[src/corr_cfg_pkg.sv]
package corr_cfg_pkg;

   // --------------------
   // Array sizes
   // --------------------
   localparam int N_ANT      = 8;          // Antennas, one sample bit each for re and im
   localparam int ANT_BITS   = 3;          // Antenna index width
   localparam int MRATE      = 4;          // Time slots per pass, must be 2 or more
   localparam int SLOT_BITS  = 2;          // Slot index width
   localparam int LANES      = 2;          // Parallel correlator lanes
   localparam int LANE_BITS  = 1;          // Lane index width
   localparam int ACCUM_BITS = 8;          // Accumulator and bus word width

   // Bus address is {slot, lane, word select}
   localparam int BUS_ADDR_BITS = SLOT_BITS + LANE_BITS + 1;

   // One table entry, antenna a times conj(antenna b)
   typedef struct packed {
      logic [ANT_BITS-1:0] a;
      logic [ANT_BITS-1:0] b;
   } pair_t;

   // --------------------
   // Baseline schedule
   // --------------------
   // Row is the slot, column the lane
   // Four slots of two lanes cover eight baselines per pass
   localparam pair_t PAIR_TABLE [MRATE][LANES] = '{
      '{'{a: 3'd0, b: 3'd1}, '{a: 3'd2, b: 3'd3}},   // Slot 0, adjacent pairs
      '{'{a: 3'd4, b: 3'd5}, '{a: 3'd6, b: 3'd7}},   // Slot 1
      '{'{a: 3'd0, b: 3'd2}, '{a: 3'd1, b: 3'd3}},   // Slot 2, spacing of two
      '{'{a: 3'd4, b: 3'd6}, '{a: 3'd5, b: 3'd7}}    // Slot 3
   };

endpackage

[src/corr_types_pkg.sv]
package corr_types_pkg;

   import corr_cfg_pkg::*;

   // --------------------
   // Front end
   // --------------------
   // One-bit sign samples, bit n belongs to antenna n
   typedef struct packed {
      logic [N_ANT-1:0] re;
      logic [N_ANT-1:0] im;
   } ant_sample_t;

   // Sample bits picked for one lane
   typedef struct packed {
      logic re_a;
      logic im_a;
      logic re_b;
      logic im_b;
   } lane_bits_t;

   // Decoded work for one cycle, shared by all lanes
   typedef struct packed {
      logic                  valid;
      logic [SLOT_BITS-1:0]  slot;
      logic                  bank;     // Buffer bank that receives the result
      logic                  clear;    // Start from zero instead of stored sum
      lane_bits_t [LANES-1:0] lane;
   } corr_op_t;

   // --------------------
   // Results and bus
   // --------------------
   typedef logic [ACCUM_BITS-1:0] bus_word_t;

   // Cosine sits in the low half so that bus word 0 is cosine
   typedef struct packed {
      logic signed [ACCUM_BITS-1:0] sin;
      logic signed [ACCUM_BITS-1:0] cos;
   } vis_pair_t;

   // Same buffer word seen by the lane and by the bus port
   typedef union packed {
      vis_pair_t       pair;
      bus_word_t [1:0] word;
   } vis_word_u;

   typedef struct packed {
      logic                 valid;
      logic [SLOT_BITS-1:0] slot;
      logic                 bank;
      vis_word_u            vis;
   } lane_result_t;

   typedef struct packed {
      logic                     stb;   // Single-cycle read request
      logic [BUS_ADDR_BITS-1:0] adr;
   } bus_req_t;

endpackage

[src/corr_mac_lane.sv]
`timescale 1ns/1ps

module corr_mac_lane #(
   parameter int LANE = 0                         // Column of the pair table
) (
   input  logic                          clk_x,
   input  logic                          rst,
   input  corr_types_pkg::corr_op_t      op_i,
   output corr_types_pkg::lane_result_t  res_o,
   output logic                          ovf_cos_o,   // Sticky
   output logic                          ovf_sin_o    // Sticky
);

   import corr_cfg_pkg::*;
   import corr_types_pkg::*;

   lane_bits_t                   bits;
   logic signed [2:0]            p_rr;      // re_a * re_b
   logic signed [2:0]            p_ii;      // im_a * im_b
   logic signed [2:0]            p_ir;      // im_a * re_b
   logic signed [2:0]            p_ri;      // re_a * im_b
   logic signed [2:0]            re_part;
   logic signed [2:0]            im_part;
   logic signed [ACCUM_BITS-1:0] add_cos;
   logic signed [ACCUM_BITS-1:0] add_sin;
   vis_pair_t                    acc_q [MRATE];   // One pair per slot
   vis_pair_t                    base;
   vis_pair_t                    sum;
   logic                         cos_wrap;
   logic                         sin_wrap;

   // Bit 1 is +1 and bit 0 is -1, so the product is +1 when bits agree
   function automatic logic signed [2:0] sgn_mul(input logic x, input logic y);
      return (x ~^ y) ? 3'sd1 : -3'sd1;
   endfunction

   // --------------------
   // One-bit complex product
   // --------------------
   assign bits = op_i.lane[LANE];

   assign p_rr = sgn_mul(bits.re_a, bits.re_b);
   assign p_ii = sgn_mul(bits.im_a, bits.im_b);
   assign p_ir = sgn_mul(bits.im_a, bits.re_b);
   assign p_ri = sgn_mul(bits.re_a, bits.im_b);

   // a * conj(b), each part in {-2, 0, 2}
   assign re_part = p_rr + p_ii;
   assign im_part = p_ir - p_ri;

   // Sign extend to accumulator width
   assign add_cos = {{(ACCUM_BITS-3){re_part[2]}}, re_part};
   assign add_sin = {{(ACCUM_BITS-3){im_part[2]}}, im_part};

   // --------------------
   // Accumulate
   // --------------------
   // Same slot comes back only after MRATE cycles, read then write is safe
   assign base = op_i.clear ? '0 : acc_q[op_i.slot];

   always_comb begin
      sum.cos = base.cos + add_cos;   // Two's complement wrap
      sum.sin = base.sin + add_sin;
   end

   // Signed overflow when both operands agree in sign and the sum does not
   assign cos_wrap = (base.cos[ACCUM_BITS-1] == add_cos[ACCUM_BITS-1]) &&
                     (sum.cos[ACCUM_BITS-1] != base.cos[ACCUM_BITS-1]);
   assign sin_wrap = (base.sin[ACCUM_BITS-1] == add_sin[ACCUM_BITS-1]) &&
                     (sum.sin[ACCUM_BITS-1] != base.sin[ACCUM_BITS-1]);

   always_ff @(posedge clk_x) begin
      if (op_i.valid) begin
         acc_q[op_i.slot] <= sum;
      end
   end

   // Result for the buffer, written through the pair view
   always_ff @(posedge clk_x) begin
      res_o.valid    <= op_i.valid;
      res_o.slot     <= op_i.slot;
      res_o.bank     <= op_i.bank;
      res_o.vis.pair <= sum;
      if (rst) begin
         res_o.valid <= 1'b0;
      end
   end

   // --------------------
   // Overflow flags
   // --------------------
   always_ff @(posedge clk_x) begin
      if (rst) begin
         ovf_cos_o <= 1'b0;
         ovf_sin_o <= 1'b0;
      end else if (op_i.valid) begin
         ovf_cos_o <= ovf_cos_o | cos_wrap;   // Only reset clears
         ovf_sin_o <= ovf_sin_o | sin_wrap;
      end
   end

endmodule

[src/corr_pair_decode.sv]
`timescale 1ns/1ps

module corr_pair_decode (
   input  logic                        clk_x,
   input  logic                        rst,
   input  logic                        en_i,       // Samples valid this cycle
   input  corr_types_pkg::ant_sample_t sample_i,
   input  logic                        sw_i,       // Bank switch request, one cycle
   output corr_types_pkg::corr_op_t    op_o,
   output logic                        rd_bank_o   // Bank the bus may read
);

   import corr_cfg_pkg::*;
   import corr_types_pkg::*;

   logic [SLOT_BITS-1:0] slot_q;
   logic                 pend_q;    // Switch seen, waiting for the wrap
   logic                 bank_q;    // Bank being written
   logic                 clear_q;   // Current pass starts from zero
   logic                 wrap;      // Enabled cycle in the last slot
   logic                 swap;      // Bank toggles at this wrap
   corr_op_t             op_d;

   assign wrap = en_i && (slot_q == SLOT_BITS'(MRATE - 1));
   assign swap = wrap && (sw_i || pend_q);

   // --------------------
   // Slot sequencer
   // --------------------
   always_ff @(posedge clk_x) begin
      if (rst) begin
         slot_q <= '0;
      end else if (wrap) begin
         slot_q <= '0;
      end else if (en_i) begin
         slot_q <= slot_q + 1'b1;   // Holds while en_i is low
      end
   end

   // --------------------
   // Bank and clear control
   // --------------------
   always_ff @(posedge clk_x) begin
      if (rst) begin
         pend_q <= 1'b0;
         bank_q <= 1'b0;
      end else begin
         if (swap) begin
            pend_q <= 1'b0;         // Request consumed
            bank_q <= ~bank_q;      // New bank from the next slot 0
         end else if (sw_i) begin
            pend_q <= 1'b1;
         end
      end
   end

   // A gap in en_i restarts the sums as well
   always_ff @(posedge clk_x) begin
      if (rst || !en_i) begin
         clear_q <= 1'b1;
      end else if (swap) begin
         clear_q <= 1'b1;           // Whole next pass starts from zero
      end else if (wrap) begin
         clear_q <= 1'b0;           // Clearing pass done
      end
   end

   // --------------------
   // Pair lookup
   // --------------------
   always_comb begin
      pair_t pa;
      op_d       = '0;
      op_d.valid = en_i;
      op_d.slot  = slot_q;
      op_d.bank  = bank_q;
      op_d.clear = clear_q;
      for (int l = 0; l < LANES; l++) begin
         pa = PAIR_TABLE[slot_q][l];
         op_d.lane[l].re_a = sample_i.re[pa.a];
         op_d.lane[l].im_a = sample_i.im[pa.a];
         op_d.lane[l].re_b = sample_i.re[pa.b];
         op_d.lane[l].im_b = sample_i.im[pa.b];
      end
   end

   // Registered op, only valid is cleared by reset
   always_ff @(posedge clk_x) begin
      op_o <= op_d;
      if (rst) begin
         op_o.valid <= 1'b0;
      end
   end

   assign rd_bank_o = ~bank_q;   // Bus always sees the idle bank

endmodule

[src/correlator_block.sv]
`timescale 1ns/1ps

module correlator_block (
   input  logic                                 clk_x,
   input  logic                                 rst,
   input  logic                                 en_i,
   input  corr_types_pkg::ant_sample_t          sample_i,
   input  logic                                 sw_i,
   input  corr_types_pkg::bus_req_t             bus_i,
   output logic                                 bus_ack_o,
   output logic [corr_cfg_pkg::ACCUM_BITS-1:0]  bus_dat_o,
   output logic                                 overflow_cos_o,
   output logic                                 overflow_sin_o
);

   import corr_cfg_pkg::*;
   import corr_types_pkg::*;

   corr_op_t      op;                // Decode to every lane
   lane_result_t  res [LANES];       // Lane writes into the buffer
   logic          rd_bank;
   logic [LANES-1:0] ovf_cos;
   logic [LANES-1:0] ovf_sin;

   // --------------------
   // Decode
   // --------------------
   corr_pair_decode corr_pair_decode_inst (
      .clk_x     (clk_x),
      .rst       (rst),
      .en_i      (en_i),
      .sample_i  (sample_i),
      .sw_i      (sw_i),
      .op_o      (op),
      .rd_bank_o (rd_bank)
   );

   // --------------------
   // Correlator lanes
   // --------------------
   for (genvar l = 0; l < LANES; l++) begin : g_lane
      corr_mac_lane #(.LANE(l)) corr_mac_lane_inst (
         .clk_x     (clk_x),
         .rst       (rst),
         .op_i      (op),
         .res_o     (res[l]),
         .ovf_cos_o (ovf_cos[l]),
         .ovf_sin_o (ovf_sin[l])
      );
   end

   // --------------------
   // Visibility buffer
   // --------------------
   vis_buffer vis_buffer_inst (
      .clk_x     (clk_x),
      .rst       (rst),
      .res_i     (res),
      .rd_bank_i (rd_bank),
      .bus_i     (bus_i),
      .bus_ack_o (bus_ack_o),
      .bus_dat_o (bus_dat_o)
   );

   assign overflow_cos_o = |ovf_cos;   // Any lane
   assign overflow_sin_o = |ovf_sin;

endmodule

[src/vis_buffer.sv]
`timescale 1ns/1ps

module vis_buffer (
   input  logic                                 clk_x,
   input  logic                                 rst,
   input  corr_types_pkg::lane_result_t         res_i [corr_cfg_pkg::LANES],
   input  logic                                 rd_bank_i,   // Inactive bank
   input  corr_types_pkg::bus_req_t             bus_i,
   output logic                                 bus_ack_o,   // One-cycle pulse
   output logic [corr_cfg_pkg::ACCUM_BITS-1:0]  bus_dat_o
);

   import corr_cfg_pkg::*;
   import corr_types_pkg::*;

   // Two banks of one word per slot and lane
   vis_word_u                mem_q [2][MRATE][LANES];

   logic                     stb_q;      // Strobe seen last edge
   logic                     ack_q;      // Word read, select next
   logic [BUS_ADDR_BITS-1:0] adr_q;
   logic                     bank_q;
   logic [SLOT_BITS-1:0]     rd_slot;
   logic [LANE_BITS-1:0]     rd_lane;
   logic                     rd_wsel;    // 0 cosine, 1 sine
   logic                     wsel_q;
   vis_word_u                rd_word_q;

   // --------------------
   // Write side
   // --------------------
   // Every lane may write in the same cycle, each to its own column
   always_ff @(posedge clk_x) begin
      for (int l = 0; l < LANES; l++) begin
         if (res_i[l].valid) begin
            mem_q[res_i[l].bank][res_i[l].slot][l] <= res_i[l].vis;
         end
      end
   end

   // --------------------
   // Bus read port
   // --------------------
   // Address split {slot, lane, word select}
   assign rd_wsel = adr_q[0];
   assign rd_lane = adr_q[LANE_BITS:1];
   assign rd_slot = adr_q[BUS_ADDR_BITS-1 -: SLOT_BITS];

   // Ack pipeline, two edges after the strobe
   always_ff @(posedge clk_x) begin
      if (rst) begin
         stb_q     <= 1'b0;
         ack_q     <= 1'b0;
         bus_ack_o <= 1'b0;
      end else begin
         stb_q     <= bus_i.stb;
         ack_q     <= stb_q;
         bus_ack_o <= ack_q;
      end
   end

   // Capture address and bank with the strobe
   always_ff @(posedge clk_x) begin
      if (bus_i.stb) begin
         adr_q  <= bus_i.adr;
         bank_q <= rd_bank_i;
      end
   end

   // Read the word, then pick one half through the bus view
   always_ff @(posedge clk_x) begin
      rd_word_q <= mem_q[bank_q][rd_slot][rd_lane];
      wsel_q    <= rd_wsel;
      bus_dat_o <= rd_word_q.word[wsel_q];   // Valid with bus_ack_o
   end

endmodule

[config.mk]
export PLATFORM = sky130hd
export DESIGN_NAME = correlator_block
export DESIGN_NICKNAME = d
export VERILOG_FILES = /design/src/corr_cfg_pkg.sv /design/src/corr_types_pkg.sv /design/src/corr_mac_lane.sv /design/src/corr_pair_decode.sv /design/src/correlator_block.sv /design/src/vis_buffer.sv
export SDC_FILE = /design/constraint.sdc
export NUM_CORES = 1
export LEC_CHECK = 0
export ABC_AREA = 1
export ABC_CLOCK_PERIOD_IN_PS = 4600
export BUFFER_PORTS_ARGS = -buffer_cell sky130_fd_sc_hd__buf_2
export CAP_MARGIN = 40
export CORE_ASPECT_RATIO = 1.25
export CORE_MARGIN = 1.5
export CORE_UTILIZATION = 34
export DETAILED_ROUTE_END_ITERATION = 6
export GPL_ROUTABILITY_DRIVEN = 0
export PLACE_DENSITY = 0.52
export RECOVER_POWER = 50
export SYNTH_ARGS = -nofsm -noshare
export SYNTH_HDL_FRONTEND = slang
export SYNTH_SLANG_ARGS = --single-unit
[constraint.sdc]
create_clock -name clk_x -period 4.6 [get_ports clk_x]
set_input_delay 0.23 -clock clk_x [delete_from_list [all_inputs] [get_ports clk_x]]
set_output_delay 0.23 -clock clk_x [all_outputs]
set_load 0.02 [all_outputs]
* Yosys cells after proc, flatten, opt, wreduce, memory -nomap -nowiden
Memory sizes are Yosys's and may differ from the RTL's. A register that Yosys moved wholly into a read port is not among the register bits. Index checks and enable logic that the tools add are counted.
Storage, ports and cells: output and inout bits 11, bits in writable memories 384, bits of input ports 25, memories 3, register bits 91
Memory list:
- vis_buffer_inst.mem_q | depth 2, width 128, rd ports 1, clocked after memory_dff 1, write ports 1, RTL line vis_buffer.sv:17 | vis_word_u mem_q [2][MRATE][LANES];
- g_lane[0].corr_mac_lane_inst.acc_q | depth 4, width 16, rd ports 1, clocked after memory_dff 1, write ports 1, RTL line corr_mac_lane.sv:26 | vis_pair_t acc_q [MRATE];
- g_lane[1].corr_mac_lane_inst.acc_q | depth 4, width 16, rd ports 1, clocked after memory_dff 1, write ports 1, RTL line corr_mac_lane.sv:26
Operators by class: bitwise gates (word level) 145, equal/unequal tests 9, magnitude comparators 10, $add $sub $neg 9, reductions and logical operators 15, mux-type cells 175
Operator list (count):
- $mux W128 | 2
- $mux W1 | 140
- $or A1 B1 Y1 | 132
- $demux W32 S2 | 2
- $mux W16 | 6
- $mux W32 | 3
- $bmux W32 S2 | 1
- $add A8 B3 Y8 | 4
- $bmux W1 S3 | 8
- $bmux W12 S2 | 1
- $mux W12 | 2
- $mux W3 | 8
- $lt A3 B4 Y1 const B | 4
- $mux W8 | 2
- $reduce_or A2 Y1 | 5
- $ge A3 B3 Y1 const B | 3
- $not A2 Y3 | 3
- $xnor A1 B1 Y1 | 8
- $logic_and A1 B1 Y1 | 7
- $add A3 B3 Y3 | 2
- $sub A3 B3 Y3 | 2
- $eq A1 B1 Y1 | 4
- $ne A1 B1 Y1 | 4
- $lt A3 B1 Y1 const B | 1
- 8 further kinds | 9

* Depth between registers and ports, before layout
depth after elaboration 7, gate-level depth with buffers 17, gate-level depth less buffers 15

* Modules after synthesis
From an unflattened synthesis, not the netlist that was laid out.
Unflattened totals: cell total of the unflattened synthesis 1759, area, all modules 19964.1 um2
By module, submodules not included:
- vis_buffer | cells each 1113, instances 1, seq. area each 8418.1 um2, area each 11935.2 um2
- corr_mac_lane | cells each 276, instances 2, seq. area each 2362.3 um2, area each 3659.8 um2
- corr_pair_decode | cells each 88, instances 1, seq. area each 360.3 um2, area each 686.9 um2
- correlator_block | cells each 6, instances 1, seq. area each 0.0 um2, area each 22.5 um2

* Worst setup path before layout
OpenSTA, ideal clock, no wires.
kind register -> register, from reg corr_pair_decode_inst.op_o[11] (netlist bit), to mem g_lane[0].corr_mac_lane_inst.acc_q[1][0] (netlist bit) (enable), stages on the path, launching flop included 5, library setup time 0.461 ns, clock period less this slack 3.526 ns, path slack 1.074 ns, data arrival time 3.065 ns, cells stage by stage dfxtp_1 > buf_2 > buf_6 > buf_2 > nor3_1
RTL lines:
- start, declared | RTL line corr_pair_decode.sv:9 | output corr_types_pkg::corr_op_t op_o,
- start signal, assigned | RTL line corr_pair_decode.sv:89 | op_o <= op_d;
- end, declared | RTL line corr_mac_lane.sv:26
No word-level cell before the write port.

==> results.py <==
metrics = {
    "timing": {
        "clock.fmax_ghz": 0.2497,
        "finalHoldViolations": 0,
        "slew_headroom_pct": -52.46,
        "min_cycle_time_layout_ps": 4005,
        "timing.final.crit_share_pct": 87.07,
        "worstMarginPinSlew_ps": 2287,
        "setup_viol_count_final": 0,
        "report.final.slew_viol_count": 119,
        "final_setup_skew_ps": 26.77,
        "finalWorstSetupSlack_ps": 594.7,
        "rsz0062_at_grt": "no",
        "setup_total_negative_slack_ps": 0,
    },
    "critical_path": {
        "critical_path_arrival_ps": 4380,
        "worstPathMaxFanout": 24,
        "crit_required_ps": 4970,
        "critPathSlowestCell": "sky130_fd_sc_hd__clkbuf_1",
        "critPathMaxStageDelay_ps": 1010,
        "worstPathCellList": "buf_4 > clkbuf_1 > nand3_1 > a31oi_1 > ha_1 > inv_1 > fa_1 > o21ai_0 > a21boi_0 > xor2_1",
        "worst_setup_path_end_kind": "flop",
        "timing.critical_path.from_type": "flop",
        "critPathKind": "flop to flop",
    },
    "drt": {
        "num_vias": 12000,
        "detail_route.first_pass.iterations": 5,
        "routedWlPerCell_microns": 19.52,
        "drt_first_iter_violations": 946,
        "remaining_drc_errors": 0,
        "drt-total-wl_microns": 46970,
        "viasPerCell": 4.988,
        "antenna_violating_nets_post_route": 0,
    },
    "synthesis": {
        "yosys.cell_types.count": 33,
        "synthDominantCellAreaShare_pct": 61.36,
        "number_of_warnings_issued_by_yosys": 0,
        "synth_seq_area_share_pct": 70.51,
        "synth_area_leader_cell": "sky130_fd_sc_hd__edfxtp_1",
        "syn_inst": 1569,
        "syn_nets": 1627,
        "synth_area_leaders": "sky130_fd_sc_hd__edfxtp_1 61%, sky130_fd_sc_hd__dfxtp_1 9.1%, sky130_fd_sc_hd__o21ai_0 5.1%",
        "synth_area_sq_um": 19040,
        "flip_flop_and_latch_count_after_synthesis": 476,
        "synth_area_per_cell_sq_um": 12.13,
    },
    "finish": {
        "layout-drive-gt1-share_pct": 8.378,
        "finalNetCount": 1689,
        "area_growth_pct": 14.89,
        "layout.cells.most_common_list": "389 x sky130_fd_sc_hd__edfxtp_1, 217 x sky130_fd_sc_hd__nor2_1, 198 x sky130_fd_sc_hd__nand2_1, 195 x sky130_fd_sc_hd__o21ai_0, 86 x sky130_fd_sc_hd__dfxtp_1",
        "final_common_cell": "sky130_fd_sc_hd__edfxtp_1",
        "num_antenna_cells": 0,
        "stdcell_count": 2406,
        "final.fill_count": 5202,
    },
    "die": {
        "floorplan.initialDensity_pct": 34.53,
        "ioPinCount": 36,
        "die_height_microns": 267.5,
        "die_ar_sq_um": 57420,
        "std_cell_rows": 96,
        "floorplan.die.width_microns": 214.6,
        "coreArea_sq_um": 55130,
    },
    "global_routing": {
        "grt.overflow.total": 0,
        "grt_pass1_vias": 12030,
        "global_route_wire_length_before_repair_microns": 71590,
        "antenna_found_initial": 1,
        "grt_start_max_net_pins": 72,
        "grt_util_all_layers_pct": 16.32,
    },
    "clock_network": {
        "numClockSinks": 476,
        "clock_path_buffers": 3,
        "path_clk_slew_ps": 60,
        "cts.root.buffer_cell": "sky130_fd_sc_hd__clkbuf_16",
        "cts_post_setup_buffers_inserted": 0,
        "cts.repair.resized": 0,
        "htreeDepth": 2,
        "tritoncts": "yes",
        "cts-buffers-inserted": 48,
        "insertion_delay_ps": 590,
    },
    "placement": {
        "dpl.cell_count": 2292,
        "numPortBuffers": 35,
        "dp_worst_setup_slack_ps": 1126,
        "dp.final_hpwl_microns": 27890,
    },
    "pwr": {
        "sequentialPowerShare_pct": 52.4,
        "max-vdd-ir-drop_mv": 0.2611,
        "power.clock.fraction_pct": 38.3,
        "p_leak_uw": 0.007689,
        "netSwitchingFraction_pct": 24.55,
        "power.density_cell_area_nw_per_um2": 458.9,
        "intPower_uw": 7573,
        "switching_power_uw": 2464,
        "comb_power_share_pct": 9.3,
    },
    "status": {
        "status": "finished with violations",
        "failed_checks": "capacitance limit, slew limit",
    },
    "min_path": {
        "timing.hold.worst.class": "flop to flop",
    },
    "job": {
        "timing.max_cap.violations": 5,
    },
}
-- kinds of logic after synthesis --
kind of cell               synth area share [%]
adders and majority gates                 2.327
buffers and inverters                     3.595
muxes                                    0.4733
xor gates and xnor gates                  1.334
and+or+nand+nor                           10.40
DFF                                       70.51
AOI/OAI and AO/OA                         11.35
-- synthesized netlist by cell type --
master,instances
sky130_fd_sc_hd__edfxtp_1,389
sky130_fd_sc_hd__nor2_1,221
sky130_fd_sc_hd__nand2_1,198
sky130_fd_sc_hd__o21ai_0,195
sky130_fd_sc_hd__dfxtp_1,87
sky130_fd_sc_hd__nand3_1,67
sky130_fd_sc_hd__inv_1,61
sky130_fd_sc_hd__o211ai_1,61
sky130_fd_sc_hd__clkbuf_1,44
sky130_fd_sc_hd__ha_1,29
sky130_fd_sc_hd__o21ai_1,29
sky130_fd_sc_hd__a31oi_1,25
sky130_fd_sc_hd__a22oi_1,24
sky130_fd_sc_hd__a21oi_1,22
sky130_fd_sc_hd__buf_2,22
sky130_fd_sc_hd__xor2_1,18
sky130_fd_sc_hd__xnor2_1,11
sky130_fd_sc_hd__buf_4,8
sky130_fd_sc_hd__mux2_2,8
sky130_fd_sc_hd__buf_1,7
sky130_fd_sc_hd__buf_6,7
sky130_fd_sc_hd__a22o_1,4
sky130_fd_sc_hd__fa_1,4
sky130_fd_sc_hd__inv_2,4
sky130_fd_sc_hd__o22ai_1,4
sky130_fd_sc_hd__a21o_1,3
sky130_fd_sc_hd__nand4_1,3
sky130_fd_sc_hd__nor2_2,3
sky130_fd_sc_hd__nor3_1,3
sky130_fd_sc_hd__o211ai_2,3
sky130_fd_sc_hd__a21boi_0,2
sky130_fd_sc_hd__or2_2,2
sky130_fd_sc_hd__nand3b_1,1
-- sequential cells by signal, indices dropped and copies added (netlist names), 2 cells and up, named ones only --
register                             cells
vis_buffer_inst.bus_dat_o                8
g_lane.corr_mac_lane_inst.acc_q        128
vis_buffer_inst.rd_word_q               16
g_lane.corr_mac_lane_inst.res_o         36
g_lane.corr_mac_lane_inst.ovf_cos_o      2
corr_pair_decode_inst.op_o              13
corr_pair_decode_inst.slot_q             2
vis_buffer_inst.mem_q                  256
vis_buffer_inst.adr_q                    4
g_lane.corr_mac_lane_inst.ovf_sin_o      2
-- final timing paths --
check / startpoint / to / slack, ps / depth (start not counted)
max: corr_pair_decode_inst.op_o[11] / g_lane[0].corr_mac_lane_inst.acc_q[1][7] / 590 / 10
min: corr_pair_decode_inst.op_o[9] / g_lane[1].corr_mac_lane_inst.res_o[16] / 340 / 0
max reg2reg: corr_pair_decode_inst.op_o[11] / g_lane[0].corr_mac_lane_inst.acc_q[1][7] / 590 / 10
min reg2reg: corr_pair_decode_inst.op_o[9] / g_lane[1].corr_mac_lane_inst.res_o[16] / 340 / 0
-- power groups by stage --
stage | clock network (uW) | registers, uW | logic, uW
finish | 3840 | 5260 | 934
global route | 4080 | 5290 | 1060
CTS | 3920 | 5260 | 958
detailed placement | 0 | 5360 | 932
global placement | 0 | 5350 | 892
floorplan | 0 | 5250 | 626
-- metrics by stage --
stage               utilization, %  total power, uW  cell area (sq um)  hold slack [ps]
floorplan                        -             5879              19040            299.1
global placement             36.36             6241              20050            312.2
detailed placement           36.66             6288              20210            326.2
CTS                          39.92            10140              22010            321.9
global route                 39.67            10420              21870            344.9
finish                       39.67            10040              21870            335.3
-- layer usage --
layer	track usage (%)	wire, microns	up-vias
met3	2.317	1956	87
met1	19.93	19750	5909
li1	-	-	5745
met5	0	0	-
met4	5.843	1490	0
met2	29.37	23780	259
-- final cells by class --
type | instances | area [sq um] | share of cell area (%)
Clock buffer | 78 | 1456 | 6.659
Inverter | 65 | 246.5 | 1.127
Tap cell | 735 | 919.6 | 4.205
Sequential cell | 476 | 13430 | 61.39
Timing Repair Buffer | 100 | 762.0 | 3.484
Multi-Input combinational cell | 940 | 4959 | 22.67
Clock inverter | 12 | 101.3 | 0.4634
-- worst max-delay path: cells and delay by family, from the launching register on --
family	cells	cell delay [ps]
flops	1	340
fa+ha+maj	2	660
compound gates	3	860
buf+inv	3	1350
xor+xnor	1	390
simple gates	1	170
-- timing repair --
item,in CTS,in global routing
hold buffers,24,0
hold endpoints to repair,26,0
endpoints found under the setup margin,0,0
No activity file was read; power rests on OpenSTA's default activity.
